==> config.mk <==
export PLATFORM = sky130hd
export DESIGN_NAME = umi_cmd_path
export DESIGN_NICKNAME = d
export VERILOG_FILES = /design/src/design/umi_pkg.sv /design/src/design/umi_unpack.sv /design/src/design/umi_pack.sv /design/src/design/umi_cmd_fifo.sv /design/src/design/umi_cmd_sink.sv /design/src/design/umi_cmd_path.sv
export VERILOG_INCLUDE_DIRS = /design/src /design/src/design
export SDC_FILE = /design/constraint.sdc
export NUM_CORES = 1
export LEC_CHECK = 0
export BUFFER_PORTS_ARGS = -buffer_cell sky130_fd_sc_hd__buf_2
export CAP_MARGIN = 20
export CORE_ASPECT_RATIO = 1.1
export CORE_MARGIN = 4
export CORE_UTILIZATION = 54
export CTS_CLUSTER_DIAMETER = 200
export DETAILED_ROUTE_END_ITERATION = 16
export PLACE_DENSITY = 0.76
export SLEW_MARGIN = 20
export SYNTH_ARGS = -nofsm -noshare
export SYNTH_HDL_FRONTEND = slang
export SYNTH_SLANG_ARGS = --single-unit
export TNS_END_PERCENT = 1
==> constraint.sdc <==
create_clock -name clk -period 4.8 [get_ports clk]
set_input_delay 0.24 -clock clk [delete_from_list [all_inputs] [get_ports clk]]
set_output_delay 0.24 -clock clk [all_outputs]
set_load 0.01 [all_outputs]
==> src/design/umi_defs.svh <==
/*
 * UMI command path constants
 * Command word width and command FIFO depth
 */

`ifndef UMI_DEFS_SVH
`define UMI_DEFS_SVH

// --------------------------------------------------
// Command word
// --------------------------------------------------
`define UMI_CW 32            // Packed command word width

// --------------------------------------------------
// Buffering
// --------------------------------------------------
`define UMI_FIFO_DEPTH 4     // Words held between producer and consumer

`endif

==> src/design/umi_pkg.sv <==
/*
 * UMI command types
 * Opcode encoding shared by the packer, the unpacker and the checker.
 * Requests carry bit 0 set and responses carry it clear.
 */

`default_nettype none

package umi_pkg;

   // --------------------------------------------------
   // Command opcodes (bits 4:0 of the command word)
   // --------------------------------------------------
   typedef enum logic [4:0] {
      UMI_INVALID    = 5'd0,  // Never forwarded
      UMI_REQ_READ   = 5'd1,
      UMI_RESP_READ  = 5'd2,  // Read data return
      UMI_REQ_WRITE  = 5'd3,
      UMI_RESP_WRITE = 5'd4,  // Write acknowledge
      UMI_REQ_POSTED = 5'd5,  // Write with no response
      UMI_REQ_RDMA   = 5'd7,
      UMI_REQ_ATOMIC = 5'd9   // Bits 15:8 hold the atomic type
   } umi_opcode_e;

   // Responses are even codes
   // The error field only has meaning on a response
   // Atomic requests reuse the length byte

endpackage

`default_nettype wire

==> src/design/umi_unpack.sv <==
/*
 * UMI command unpacker
 * Splits a packed command word into its control fields.
 * Length is masked for atomics and error is masked off requests.
 */

`timescale 1ns/1ns
`default_nettype none

module umi_unpack
   import umi_pkg::*;
#(
   parameter int CW = 32
) (
   input  wire [CW-1:0] packet_cmd,
   output logic [4:0]   cmd_opcode,
   output logic [2:0]   cmd_size,
   output logic [7:0]   cmd_len,
   output logic [7:0]   cmd_atype,
   output logic [3:0]   cmd_qos,
   output logic [1:0]   cmd_prot,
   output logic         cmd_eom,
   output logic         cmd_eof,
   output logic         cmd_ex,
   output logic [1:0]   cmd_user,
   output logic [23:0]  cmd_user_extended,
   output logic [1:0]   cmd_err,
   output logic [4:0]   cmd_hostid
);

   logic is_resp;     // Response word
   logic is_atomic;   // Atomic request

   // --------------------------------------------------
   // Command class decode
   // --------------------------------------------------
   assign is_resp   = ~packet_cmd[0] & (packet_cmd[7:0] != 8'(UMI_INVALID));
   assign is_atomic = (packet_cmd[4:0] == UMI_REQ_ATOMIC);  // Full opcode match

   // Field split
   assign cmd_opcode        = packet_cmd[4:0];
   assign cmd_size          = packet_cmd[7:5];
   assign cmd_len           = is_atomic ? 8'd0 : packet_cmd[15:8];
   assign cmd_atype         = packet_cmd[15:8];    // Always passed through
   assign cmd_qos           = packet_cmd[19:16];
   assign cmd_prot          = packet_cmd[21:20];
   assign cmd_eom           = packet_cmd[22];
   assign cmd_eof           = packet_cmd[23];
   assign cmd_ex            = packet_cmd[24];
   assign cmd_user          = packet_cmd[26:25];
   assign cmd_err           = is_resp ? packet_cmd[26:25] : 2'd0;
   assign cmd_hostid        = packet_cmd[31:27];

   // Everything above the low byte
   assign cmd_user_extended = packet_cmd[31:8];

endmodule

`default_nettype wire

==> src/design/umi_pack.sv <==
/*
 * UMI command producer
 * Packs the command fields into one word and registers it toward the
 * command FIFO. Invalid opcodes and commands that meet a full FIFO are
 * dropped and flagged with a one-cycle pulse.
 */

`timescale 1ns/1ns
`default_nettype none

`include "umi_defs.svh"

module umi_pack
   import umi_pkg::*;
(
   input  wire               clk,
   input  wire               rst_n,
   input  wire               cmd_in_valid,  // One-cycle command strobe
   input  wire umi_opcode_e  opcode,
   input  wire [2:0]         size,
   input  wire [7:0]         len_atype,     // Length or atomic type
   input  wire [3:0]         qos,
   input  wire [1:0]         prot,
   input  wire               eom,
   input  wire               eof,
   input  wire               ex,
   input  wire [1:0]         user_err,      // User bits or error bits
   input  wire [4:0]         hostid,
   input  wire               full,          // FIFO has no room after this edge
   output logic              wr_en,
   output logic [`UMI_CW-1:0] wr_data,
   output logic              drop_invalid,
   output logic              drop_full
);

   logic [`UMI_CW-1:0] cmd_word;
   logic               cmd_bad;    // Opcode is the invalid code

   // --------------------------------------------------
   // Field packing, low field first
   // --------------------------------------------------
   assign cmd_word = {hostid, user_err, ex, eof, eom, prot, qos, len_atype, size, opcode};
   assign cmd_bad  = (opcode == UMI_INVALID);

   // Strobes, invalid wins over full
   always_ff @(posedge clk or negedge rst_n) begin
      if (!rst_n) begin
         wr_en        <= 1'b0;
         drop_invalid <= 1'b0;
         drop_full    <= 1'b0;
      end else begin
         wr_en        <= cmd_in_valid & ~cmd_bad & ~full;
         drop_invalid <= cmd_in_valid & cmd_bad;
         drop_full    <= cmd_in_valid & ~cmd_bad & full;  // Overflow
      end
   end

   // Word register, only loaded on a strobe
   always_ff @(posedge clk) begin
      if (cmd_in_valid)
         wr_data <= cmd_word;
   end

endmodule

`default_nettype wire

==> src/design/umi_cmd_fifo.sv <==
/*
 * Command FIFO
 * Circular buffer with first-word fall-through read port.
 * full looks one edge ahead so a producer with a registered write
 * never overruns the buffer.
 */

`timescale 1ns/1ns
`default_nettype none

module umi_cmd_fifo #(
   parameter int WIDTH = 32,
   parameter int DEPTH = 4
) (
   input  wire              clk,
   input  wire              rst_n,
   input  wire              wr_en,
   input  wire [WIDTH-1:0]  wr_data,
   input  wire              rd_en,     // Advance the head
   output logic [WIDTH-1:0] rd_data,   // Head word
   output logic             full,
   output logic             empty
);

   localparam int AW = (DEPTH > 1) ? $clog2(DEPTH) : 1;  // Pointer width
   localparam int CNTW = $clog2(DEPTH + 1);              // Count width

   logic [WIDTH-1:0] mem [DEPTH];   // Storage, no reset
   logic [AW-1:0]    wr_ptr;
   logic [AW-1:0]    rd_ptr;
   logic [CNTW-1:0]  count;         // Words stored
   logic [CNTW-1:0]  count_next;
   logic             do_wr;
   logic             do_rd;

   // --------------------------------------------------
   // Access qualification
   // --------------------------------------------------
   assign do_rd = rd_en & ~empty;
   assign do_wr = wr_en & ((count != CNTW'(DEPTH)) | do_rd);  // Read frees a slot

   always_comb begin
      count_next = count;
      case ({do_wr, do_rd})
         2'b10:   count_next = count + 1'b1;
         2'b01:   count_next = count - 1'b1;
         default: count_next = count;   // Idle or read plus write
      endcase
   end

   assign empty   = (count == '0);
   assign full    = (count_next == CNTW'(DEPTH));  // Occupancy after this edge
   assign rd_data = mem[rd_ptr];

   // --------------------------------------------------
   // Pointers and count
   // --------------------------------------------------
   always_ff @(posedge clk or negedge rst_n) begin
      if (!rst_n) begin
         wr_ptr <= '0;
         rd_ptr <= '0;
         count  <= '0;
      end else begin
         count <= count_next;
         if (do_wr)
            wr_ptr <= (wr_ptr == AW'(DEPTH - 1)) ? '0 : wr_ptr + 1'b1;
         if (do_rd)
            rd_ptr <= (rd_ptr == AW'(DEPTH - 1)) ? '0 : rd_ptr + 1'b1;
      end
   end

   always_ff @(posedge clk) begin
      if (do_wr)
         mem[wr_ptr] <= wr_data;
   end

endmodule

`default_nettype wire

==> src/design/umi_cmd_sink.sv <==
/*
 * UMI command consumer
 * Pops the command FIFO while take is high, unpacks the head word
 * and registers the fields. out_valid marks each captured word.
 */

`timescale 1ns/1ns
`default_nettype none

`include "umi_defs.svh"

module umi_cmd_sink (
   input  wire               clk,
   input  wire               rst_n,
   input  wire               take,       // Consumer ready level
   input  wire               empty,
   input  wire [`UMI_CW-1:0] rd_data,    // FIFO head
   output logic              rd_en,
   output logic              out_valid,
   output logic [4:0]        opcode,
   output logic [2:0]        size,
   output logic [7:0]        len,
   output logic [7:0]        atype,
   output logic [3:0]        qos,
   output logic [1:0]        prot,
   output logic              eom,
   output logic              eof,
   output logic              ex,
   output logic [1:0]        user,
   output logic [23:0]       user_extended,
   output logic [1:0]        err,
   output logic [4:0]        hostid
);

   typedef enum logic {SINK_IDLE, SINK_HOLD} sink_state_e;

   sink_state_e state;   // HOLD for the cycle after a pop
   logic [4:0]  u_opcode;
   logic [2:0]  u_size;
   logic [7:0]  u_len, u_atype;
   logic [3:0]  u_qos;
   logic [1:0]  u_prot, u_user, u_err;
   logic        u_eom, u_eof, u_ex;
   logic [23:0] u_user_ext;
   logic [4:0]  u_hostid;

   assign rd_en = take & ~empty;   // Pop at the next edge

   umi_unpack #(.CW(`UMI_CW)) i_umi_unpack (
      .packet_cmd(rd_data), .cmd_opcode(u_opcode), .cmd_size(u_size), .cmd_len(u_len),
      .cmd_atype(u_atype), .cmd_qos(u_qos), .cmd_prot(u_prot), .cmd_eom(u_eom),
      .cmd_eof(u_eof), .cmd_ex(u_ex), .cmd_user(u_user), .cmd_user_extended(u_user_ext),
      .cmd_err(u_err), .cmd_hostid(u_hostid)
   );

   // --------------------------------------------------
   // Capture state, fields hold between pops
   // --------------------------------------------------
   always_ff @(posedge clk or negedge rst_n) begin
      if (!rst_n) state <= SINK_IDLE;
      else        state <= rd_en ? SINK_HOLD : SINK_IDLE;
   end

   assign out_valid = (state == SINK_HOLD);

   always_ff @(posedge clk) begin
      if (rd_en) begin
         {opcode, size, len, atype}   <= {u_opcode, u_size, u_len, u_atype};
         {qos, prot, eom, eof, ex}    <= {u_qos, u_prot, u_eom, u_eof, u_ex};
         {user, user_extended}        <= {u_user, u_user_ext};
         {err, hostid}                <= {u_err, u_hostid};
      end
   end

endmodule

`default_nettype wire

==> src/design/umi_cmd_path.sv <==
/*
 * UMI command path top level
 * Producer packs commands into a FIFO and the consumer
 * pops, unpacks and registers them in input order.
 */

`timescale 1ns/1ns
`default_nettype none

`include "umi_defs.svh"

module umi_cmd_path
   import umi_pkg::*;
(
   input  wire               clk,
   input  wire               rst_n,
   // Command input
   input  wire               cmd_in_valid,
   input  wire umi_opcode_e  opcode,
   input  wire [2:0]         size,
   input  wire [7:0]         len_atype,
   input  wire [3:0]         qos,
   input  wire [1:0]         prot,
   input  wire               eom,
   input  wire               eof,
   input  wire               ex,
   input  wire [1:0]         user_err,
   input  wire [4:0]         hostid,
   output wire               drop_invalid,
   output wire               drop_full,
   // Delivered command
   input  wire               take,
   output wire               out_valid,
   output wire [4:0]         cmd_opcode,
   output wire [2:0]         cmd_size,
   output wire [7:0]         cmd_len,
   output wire [7:0]         cmd_atype,
   output wire [3:0]         cmd_qos,
   output wire [1:0]         cmd_prot,
   output wire               cmd_eom,
   output wire               cmd_eof,
   output wire               cmd_ex,
   output wire [1:0]         cmd_user,
   output wire [23:0]        cmd_user_extended,
   output wire [1:0]         cmd_err,
   output wire [4:0]         cmd_hostid
);

   // --------------------------------------------------
   // Internal links
   // --------------------------------------------------
   wire               wr_en;
   wire [`UMI_CW-1:0] wr_data;
   wire               full;
   wire               rd_en;
   wire [`UMI_CW-1:0] rd_data;
   wire               empty;

   umi_pack i_umi_pack (
      .clk(clk), .rst_n(rst_n), .cmd_in_valid(cmd_in_valid), .opcode(opcode),
      .size(size), .len_atype(len_atype), .qos(qos), .prot(prot), .eom(eom),
      .eof(eof), .ex(ex), .user_err(user_err), .hostid(hostid), .full(full),
      .wr_en(wr_en), .wr_data(wr_data), .drop_invalid(drop_invalid), .drop_full(drop_full)
   );

   umi_cmd_fifo #(.WIDTH(`UMI_CW), .DEPTH(`UMI_FIFO_DEPTH)) i_umi_cmd_fifo (
      .clk(clk), .rst_n(rst_n), .wr_en(wr_en), .wr_data(wr_data), .rd_en(rd_en),
      .rd_data(rd_data), .full(full), .empty(empty)
   );

   umi_cmd_sink i_umi_cmd_sink (
      .clk(clk), .rst_n(rst_n), .take(take), .empty(empty), .rd_data(rd_data),
      .rd_en(rd_en), .out_valid(out_valid), .opcode(cmd_opcode), .size(cmd_size),
      .len(cmd_len), .atype(cmd_atype), .qos(cmd_qos), .prot(cmd_prot), .eom(cmd_eom),
      .eof(cmd_eof), .ex(cmd_ex), .user(cmd_user), .user_extended(cmd_user_extended),
      .err(cmd_err), .hostid(cmd_hostid)
   );

endmodule

`default_nettype wire

-- After elaboration in Yosys (flattened, before gate mapping)
Memory sizes are Yosys's and may differ from the RTL's.
Index checks and enable logic that the tools add are counted.
- register bits after elaboration: 109
- RAM bits: 128
- input port bits: 36
- output and inout port bits: 69
- logic and storage cells: 55
- memories kept: 1
- $add $sub $neg: 4
- equality and inequality tests: 7
- mux-type cells: 6
- bitwise logic cells: 13
- reductions and logical operators: 3
- memories (name ; words ; width ; read ports ; clocked after memory_dff ; wr ports ; RTL line ; text):
    i_umi_cmd_fifo.mem ; 4 ; 32 ; 1 ; 0 ; 1 ; umi_cmd_fifo.sv:28 ; logic [WIDTH-1:0] mem [DEPTH];
- operators with widths (cell ; count):
    $and A1 B1 Y1 ; 8
    $reduce_bool A8 Y1 ; 1
    $eq A2 B2 Y1 const B ; 3
    $pmux W3 S2 ; 1
    $eq A5 B4 Y1 const B ; 1
    $logic_not A5 Y1 ; 1
    $add A2 B1 Y2 const B ; 2
    $mux W2 ; 2
    $not A1 Y1 ; 4
    $add A3 B1 Y3 const B ; 1
    $eq A3 B3 Y1 const B ; 1
    $logic_not A3 Y1 ; 1
    $mux W1 ; 3
    $ne A3 B3 Y1 const B ; 1
    $sub A3 B1 Y3 const B ; 1
    $eq A2 B1 Y1 const B ; 1
    $or A1 B1 Y1 ; 1

-- Logic depth before layout (Yosys ltp)
Gate-level depths: netlist (run 1).
- word-level depth: 11
- mapped depth: 7
- gate-level depth less buffers: 7

-- By module
A second synthesis (run 1) with hierarchy kept.
- cells, all modules: 392
- area total of the unflattened synthesis: 8704.6 µm²
- by module, submodules not included (module ; times used ; cells an instance ; area an instance (µm²) ; sequential area each (µm²)):
    umi_cmd_fifo ; 1 ; 210 ; 5068.6 ; 4018.9
    umi_cmd_sink ; 1 ; 68 ; 2020.7 ; 2006.9
    umi_pack ; 1 ; 42 ; 1078.5 ; 1036.0
    umi_unpack ; 1 ; 72 ; 536.8 ; 0.0

-- Least setup slack after synthesis (run 1)
No wires, ideal clock.
- path kind: register -> register
- start point: register i_umi_cmd_fifo.count[2]
- end point: register i_umi_pack.wr_en
- setup time: 120 ps
- data arrival time: 2183 ps
- required time: 4680 ps
- path slack: 2497 ps
- cell stages (with the launch flop): 8
- buffers on the path: 0
- clock period less this slack: 2303 ps
- path through: dfrtp_1 o31ai_1 or2_2 fa_1 nor3b_1 a31oi_1 or3_1 and3b_1
- longest elaborated chain between the ends: 11
- elaborated cells on any way between the ends: 15
- those cells by class: 2 x add/sub; 4 x eq/ne; 1 x mux; 7 x bitwise; 1 x reduce/logical
- RTL lines (what ; RTL line ; text):
    start, declared ; umi_cmd_fifo.sv:31 ; logic [CNTW-1:0] count;
    start signal, assigned ; umi_cmd_fifo.sv:64 ; count <= count_next;
    $logic_not A3 Y1 ; umi_cmd_fifo.sv:51 ; assign empty = (count == '0);
    $not A1 Y1 ; umi_cmd_fifo.sv:39, umi_cmd_sink.sv:47 ;
    $and A1 B1 Y1 ; umi_cmd_sink.sv:47 ; assign rd_en = take & ~empty;
    $and A1 B1 Y1 ; umi_cmd_fifo.sv:39 ; assign do_rd = rd_en & ~empty;
    $or A1 B1 Y1 ; umi_cmd_fifo.sv:40 ; assign do_wr = wr_en & ((count != CNTW'(DEPTH)) | do_rd);
    $and A1 B1 Y1 ; umi_cmd_fifo.sv:40 ;
    $eq A2 B1 Y1 / $eq A2 B2 Y1 (equally long branches) ; umi_cmd_fifo.sv:44 ; case ({do_wr, do_rd})
    $pmux W3 S2 (*) ; umi_cmd_fifo.sv:44 ;
    $eq A3 B3 Y1 (*) ; umi_cmd_fifo.sv:52 ; assign full = (count_next == CNTW'(DEPTH));
    $not A1 Y1 (*) ; umi_pack.sv:52 ; wr_en <= cmd_in_valid & ~cmd_bad & ~full;
    $and A1 B1 Y1 (*) ; umi_pack.sv:52 ;
    end signal, assigned ; umi_pack.sv:52 ;
    end, declared ; umi_pack.sv:30 ; output logic wr_en,
Mark *: on every way between the ends. The rest lies on a longest branch, timed or not.
A chain may end at the register's enable or synchronous reset.

-- Final worst setup path (run 1)
- start point: register i_umi_cmd_fifo.rd_ptr[0]
- end point: register i_umi_cmd_sink.len[6] (data pin)
- longest elaborated chain between the ends: 2
- RTL lines (what ; RTL line ; text):
    start, declared ; umi_cmd_fifo.sv:30 ; logic [AW-1:0] rd_ptr;
    start signal, assigned ; umi_cmd_fifo.sv:68 ; rd_ptr <= (rd_ptr == AW'(DEPTH - 1)) ? '0 : rd_ptr + 1'b1;
    $mem_v2 Z4 W32 ; n/a ;
    named net i_umi_cmd_fifo.rd_data[4] ; umi_cmd_fifo.sv:20 ; output logic [WIDTH-1:0] rd_data,
    $eq A5 B4 Y1 ; umi_unpack.sv:38 ; assign is_atomic = (packet_cmd[4:0] == UMI_REQ_ATOMIC);
    end signal, assigned ; umi_cmd_sink.sv:68 ; {opcode, size, len, atype} <= {u_opcode, u_size, u_len, u_atype};
    end, declared ; umi_cmd_sink.sv:22 ; output logic [7:0] len,
The timed path passes the listed nets, and every way through them passes these cells.

==> Implementation_results.wiki, run 1 <==
{| class="wikitable"
! Metric !! Value
|-
| Post-cts resize count || 0
|-
| Worst reg-to-reg path cell count || 4
|-
| Proportion of layout cells with a drive suffix above 1 || 35.7%
|-
| Number of distinct library cells after synthesis || 37
|-
| Row count || 45
|-
| Deepest level of the CTS H-tree || 1
|-
| DRT antenna net count || 0
|-
| Starting density of the core || a little under three fifths
|-
| Max VDD drop || a little under 0.0004 V
|-
| Count of final setup violators || 0
|-
| Path type of the worst min-delay path || input pin to asynchronous set/reset pin
|-
| Slew Viols, Final || 0
|-
| Worst Skew || 0.00946 ns
|-
| Count of hold-fix buffers inserted at cts || 33
|-
| Number of enable-type register cells in the synthesized netlist || slightly above 200
|-
| Proportion of synthesized chip area in sequential cells || between 80 and 90%
|-
| Clock insertion delay at the later pin of the skew report || 0.48 ns
|-
| CP Capture Type || register
|-
| Count of buffers from port buffering || around 100
|-
| Internal reg-to-reg setup slack || about 2.1 ns
|-
| Die W || 122 um
|-
| Final hold violation count || 0
|-
| Max transition margin || between 30% and 40%
|-
| Chip Height || around 130 um
|-
| Clock-pin slew on the worst setup and hold paths || approximately 0.06 ns
|-
| Cells traversed along the worst timing path || buf_4, mux4_1, nor4_4, nor2b_1
|-
| LEAKAGE || 3.31 nW
|-
| # diodes || 0
|-
| Worst path max stage delay || 0.75 ns
|-
| Total standard cell area after synthesis || slightly below 0.008 sq mm
|-
| Start point of the critical path || i_umi_cmd_fifo.rd_ptr[0]
|-
| Combined global-route utilization of all metal layers || 16.6%
|-
| Portion of the clock cycle consumed by the worst path in the final layout || between 50% and 60%
|-
| Final sum of negative setup slack || 0 ns
|-
| Nets || a little over 500
|-
| Critical setup path kind || register to register
|-
| Shortest clock period the worst path allows after layout || around 2.7 ns
|-
| Most common library cell in the layout ignoring fill and taps || edfxtp_1
|-
| Antenna violations before repair || 0
|-
| Router iterations before antenna repair || 4
|-
| Post-synthesis net count || 384
|-
| Share of synthesized flip-flops with an asynchronous set or reset || under 10%
|-
| Outcome || finished, final reports clean
|-
| Total Wirelength || roughly 13,000 um
|-
| Maximum fanout along the worst path || 31
|-
| Number of buffers added by the clock tree synthesis step || 21
|-
| Postcts setup bufs || 0
|-
| Reg-to-reg startpoint || i_umi_cmd_fifo.rd_ptr[0]
|-
| Element type at the critical path start || register
|-
| Vias in the first global route || 3,693
|-
| Congestion Overflow GR || 0
|-
| Measured slew at the worst slew-check pin || around 0.95 ns
|-
| Endpoint of the lowest-slack register-to-register path || i_umi_cmd_sink.len[6]
|-
| Root buffer cell || clkbuf_16
|-
| DRC || 0
|-
| Drt wl/cell || a little under 20 um
|-
| WP data arrival || 2.90 ns
|-
| Number of top-level pins || approximately 110
|-
| Unrepaired setup endpoints after global routing || no
|-
| Maxcap violations || 0
|-
| Core box area || roughly 0.014 sq mm
|-
| Register bit total from synthesis || between 200 and 250
|-
| Largest net degree at the start of global routing || 44
|-
| Die area || 0.0164 sq mm
|-
| Power density of the placed cells || 609 mW/mm^2
|-
| Post-synthesis cell count || about 340
|-
| Clock sink total || approximately 210
|-
| Clock tree from TritonCTS || done
|-
| Number of vias after detailed routing || 3,566
|-
| Highest-count cells in the layout ignoring fill and taps || 202 x edfxtp_1, 104 x buf_2, 33 x dlygate4sd3_1, 28 x mux4_2, 21 x clkbuf_16
|-
| Gp weighted congestion || approximately 0.79
|-
| Mapped Avg Cell Area || between 20 and 25 sq um
|-
| Required time of the worst setup path || 5.01 ns
|-
| Area growth syn-to-layout || 19.4%
|-
| CTS max path bufs || 3
|-
| Iteration-0 DRC count of the detailed router || approximately 190
|-
| Wire length of the first global-routing pass || roughly 20,000 um
|-
| Final std cells w/o fill || 670
|-
| Placed cells || approximately 600
|-
| Placed wire-length estimate || roughly 7400 um
|-
| YS warnings || 0
|-
| Slowest CP cell || mux4_1
|-
| Number of vias per cell || 5.32
|-
| CP Capture Point || i_umi_cmd_sink.len[6]
|-
| Achievable Freq || approximately 0.37 GHz
|-
| Filler cells || 892
|-
| Main synth FF type || edfxtp_1
|}
-- per-layer routing --
metal,GRT usage (%),part of all wire [%]
met4,7.97,4.1
met3,2.70,6.1
met2,28.1,51
met5,0,0
met1,20.8,39
-- through the flow --
step                      utilization (%)  cell area [sq um]  setup slack, ns  hold slack, ns  total power, W
after detailed placement             59.5               8310             2.14           0.126         0.00417
final                                66.4               9280             2.11           0.149         0.00565
after floorplan                         -               7770             2.50         -0.0556         0.00378
after CTS                            66.4               9280             2.14           0.144         0.00572
after global placement               59.5               8310             2.21           0.124         0.00410
after global routing                 66.4               9280             1.93           0.162         0.00593
-- report_power, final --
part           internal, W  leakage (nW)  switching (W)  total, W
Combinational     0.000589         0.980       0.000697   0.00129
Clock             0.000906         0.306       0.000617   0.00152
Sequential         0.00262          2.02       0.000226   0.00284
Total              0.00411          3.31        0.00154   0.00565
-- worst min-delay path by stage --
stage,slack [ns],from,end
global placement,0.12,rst_n,i_umi_cmd_fifo.count[2]
global route,0.16,rst_n,i_umi_cmd_fifo.count[0]
CTS,0.14,rst_n,i_umi_cmd_fifo.count[2]
detailed placement,0.13,rst_n,i_umi_cmd_fifo.count[2]
floorplan,-0.06,rst_n,i_umi_cmd_fifo.count[0]
finish,0.15,rst_n,i_umi_cmd_fifo.count[2]
-- Yosys cell counts (4+ instances only) --
cell type	count	area share (%)
edfxtp_1	202	78
ha_1	5	0.80
inv_1	6	0.29
and3_1	4	0.32
mux4_2	28	8.1
mux4_1	4	1.4
nor2b_1	9	0.72
dfrtp_1	11	3.5
nor3b_1	6	0.58
nand2_1	6	0.29
buf_4	26	2.5
-- kinds of logic (layout without fill, tap and decap cells) --
| logic type | count (synthesis) | count (layout) | synth area share, % |
|---|---|---|---|
| adders and majority gates | 6 | 6 | 1.06 |
| muxes | 34 | 34 | 9.74 |
| and+or+nand+nor | 39 | 39 | 3.33 |
| buffers and inverters | 38 | 178 | 3.24 |
| xor gates and xnor gates | 1 | 1 | 0.113 |
| DFF | 213 | 213 | 81.6 |
| AOI/OAI and AO/OA | 11 | 11 | 0.934 |
-- registers in the layout (all words and copies together), names as in the netlist --
signal	cells
i_umi_cmd_sink.opcode	5
i_umi_pack.drop_invalid	1
i_umi_pack.drop_full	1
i_umi_cmd_sink.user_extended	19
i_umi_cmd_fifo.rd_ptr	2
i_umi_cmd_fifo.mem	128
i_umi_pack.wr_data	32
i_umi_cmd_sink.size	3
i_umi_cmd_sink.err	2
i_umi_cmd_fifo.wr_ptr	2
i_umi_cmd_fifo.count	3
i_umi_cmd_sink.hostid	5
i_umi_cmd_sink.out_valid	1
i_umi_pack.wr_en	1
i_umi_cmd_sink.len	8
-- critical path: cells and delay by family (launching register included) --
kind / cells / cell delay [ns]
buffers and inverters: 1 / 0.52
DFF: 1 / 0.43
and+or+nand+nor: 2 / 0.71
muxes: 1 / 0.75
-- cell type report --
type | count | area [sq um] | area share (%)
timing repair buffer | 138 | 858 | 9.25
clock buffer | 26 | 544 | 5.87
inverter | 6 | 22.5 | 0.243
tap | 188 | 235 | 2.54
clock inverter | 8 | 88.8 | 0.958
multi-input combinational | 91 | 1180 | 12.8
sequential | 213 | 6340 | 68.4
No activity file was read; power rests on OpenSTA's default activity.
==> run 2: changes to the inputs <==
clock period = 2.5 ns   (was 4.8 ns; I/O delays follow)
==> run 2 against run 1 <==
  * Wire length is 3.5% lower
  * Worst hold slack worse by 0.11 ns
  * Clock-buffer cell count stayed put
  * Global-route usage is 0.56 points lower
  * Maximum frequency is 16% higher
  * Critical path depth stayed put
  * Via count is 0.53% lower
  * Die area stayed put
  * Clock skew is 0.0014 ns lower
  * Power is 92% higher
  * First-iteration DRC count is 4.1% lower
  * Register-to-register slack worse by 1.9 ns
==> Implementation_results.wiki, run 2 (same netlist as run 1, synthesis figures left out) <==
{| class="wikitable"
! Metric !! Value
|-
| Power density of the placed cells || ~1200 mW/mm^2
|-
| Antenna violations before repair || 0
|-
| Maxcap violations || 0
|-
| Clock sink total || between 200 and 250
|-
| Critical setup path kind || register to register
|-
| Nets || between 500 and 600
|-
| Highest-count cells in the layout ignoring fill and taps || 202 x edfxtp_1, 104 x buf_2, 33 x dlygate4sd3_1, 28 x mux4_2, 21 x clkbuf_16
|-
| Deepest level of the CTS H-tree || 1
|-
| Path type of the worst min-delay path || input pin to asynchronous set/reset pin
|-
| Number of top-level pins || 105
|-
| DRC || 0
|-
| Largest reg by FF count || i_umi_cmd_fifo.mem
|-
| Proportion of layout cells with a drive suffix above 1 || 36.8%
|-
| Vias in the first global route || around 3,700
|-
| Max VDD drop || 0.000802 V
|-
| Met1 track demand over resource in global routing || between 20% and 30%
|-
| Chip Height || about 130 um
|-
| Area of all placed cells without fillers || 0.00932 sq mm
|-
| Starting density of the core || a little under three fifths
|-
| Congestion Overflow GR || 0
|-
| Iteration-0 DRC count of the detailed router || 185
|-
| Router iterations before antenna repair || 4
|-
| # diodes || 0
|-
| Worst reg-to-reg path cell count || 4
|-
| Portion of the clock cycle consumed by the worst path in the final layout || 93.1%
|-
| Drt wl/cell || 18.7 um
|-
| WP data arrival || roughly 2.5 ns
|-
| Met3 usage || roughly 2.9%
|-
| Fraction of met2 tracks used by global routing || between 20% and 30%
|-
| Outcome || finished, final reports clean
|-
| Flip-flop count of the largest register, all copies and words added || approximately 130
|-
| Most common library cell in the layout ignoring fill and taps || edfxtp_1
|-
| Largest net degree at the start of global routing || 44
|-
| Clock tree from TritonCTS || done
|-
| Total Wirelength || between 10,000 and 15,000 um
|-
| Maximum fanout along the worst path || 17
|-
| Count of final setup violators || 0
|-
| Final sum of negative setup slack || 0 ns
|-
| Row count || between 40 and 50
|-
| Number of buffers added by the clock tree synthesis step || 21
|-
| Slew Viols, Final || 0
|-
| Combined global-route utilization of all metal layers || between 10% and 20%
|-
| LEAKAGE || about 3.3 nW
|-
| Die area || approximately 0.016 sq mm
|-
| Final hold violation count || 0
|-
| Area growth syn-to-layout || 19.9%
|-
| Required time of the worst setup path || approximately 2.7 ns
|-
| Root buffer cell || clkbuf_16
|-
| Number of vias after detailed routing || around 3,500
|-
| Achievable Freq || ~0.43 GHz
|-
| Wire length of the first global-routing pass || 19,900 um
|-
| Clock-pin slew on the worst setup and hold paths || approximately 0.06 ns
|-
| Shortest clock period the worst path allows after layout || ~2.3 ns
|-
| Count of buffers from port buffering || 104
|-
| CP Capture Type || register
|-
| Number of vias per cell || approximately 5.2
|-
| Element type at the critical path start || register
|-
| Unrepaired setup endpoints after global routing || no
|-
| Worst Skew || slightly above 0.008 ns
|-
| GR peak layer || met2
|-
| Clock insertion delay at the later pin of the skew report || roughly 0.48 ns
|-
| Core box area || ~0.014 sq mm
|-
| CTS max path bufs || 3
|-
| Measured slew at the worst slew-check pin || about 0.94 ns
|-
| Die W || around 120 um
|-
| Placed wire-length estimate || 7550 um
|-
| Gp weighted congestion || between 0.8 and 0.9
|-
| Max transition margin || roughly 37%
|-
| DRT antenna net count || 0
|-
| Placed Instance Area || roughly 0.0083 sq mm
|}
## run 2: final cells by class
| class | instances | area (sq um) |
|---|---|---|
| Fill cell | 922 | 4650 |
| Clock inverter | 11 | 91.3 |
| Tap cell | 188 | 235 |
| Timing Repair Buffer | 142 | 888 |
| Inverter | 6 | 22.5 |
| Clock buffer | 26 | 544 |
| Multi-Input combinational cell | 91 | 1190 |
| Sequential cell | 213 | 6340 |
## run 2: routing by layer
layer | routed length [um] | up-vias
li1 | - | 1629
met1 | 4930 | 1780
met2 | 6680 | 121
met3 | 829 | 17
met4 | 200 | 0
met5 | 0 | -
## run 2: final timing paths
check                      slack, ns                startpoint                        end
setup / recovery                0.17  i_umi_cmd_fifo.rd_ptr[0]      i_umi_cmd_sink.len[7]
min in group clk                0.13                      take    i_umi_cmd_fifo.count[2]
hold / removal                  0.04                     rst_n    i_umi_cmd_fifo.count[2]
hold reg to reg                 0.49    i_umi_pack.wr_data[31]  i_umi_cmd_fifo.mem[3][31]
setup reg to reg                0.17  i_umi_cmd_fifo.rd_ptr[0]      i_umi_cmd_sink.len[7]
max in group asynchronous       2.23                     rst_n   i_umi_cmd_fifo.rd_ptr[0]
## run 2: repair_timing
item,4_1_cts,5_1_grt
hold buffers,33,0
gates resized for setup,0,2
endpoints found under the setup margin,0,2
setup buffers,0,0
endpoints found under the hold margin,44,0
## run 2: worst max-delay path, cell delays in order (launching register included)
cell and delay, ns:
dfrtp_2 0.47, buf_4 0.37, mux4_2 0.61, nor4_4 0.50, nor2b_1 0.10
## run 2: through the flow
step / cells / utilization [%] / power [W] / hold WS [ns] / setup slack, ns
after floorplan: 342 / - / 0.00726 / -0.171 / 0.197
after global placement: 607 / 59.8 / 0.00792 / 0.00695 / 0.188
after detailed placement: 607 / 59.8 / 0.00806 / 0.0153 / 0.0911
after CTS: 677 / 66.7 / 0.0110 / 0.0338 / 0.0818
after global routing: 677 / 66.7 / 0.0114 / 0.0728 / 0.0201
final: 677 / 66.7 / 0.0108 / 0.0430 / 0.172
## run 2: power by group
part           leakage, nW  switching [W]  total (W)  internal, W
Clock                0.304        0.00121    0.00287      0.00166
Sequential            2.02       0.000329    0.00535      0.00502
Combinational         1.00        0.00143    0.00260      0.00117
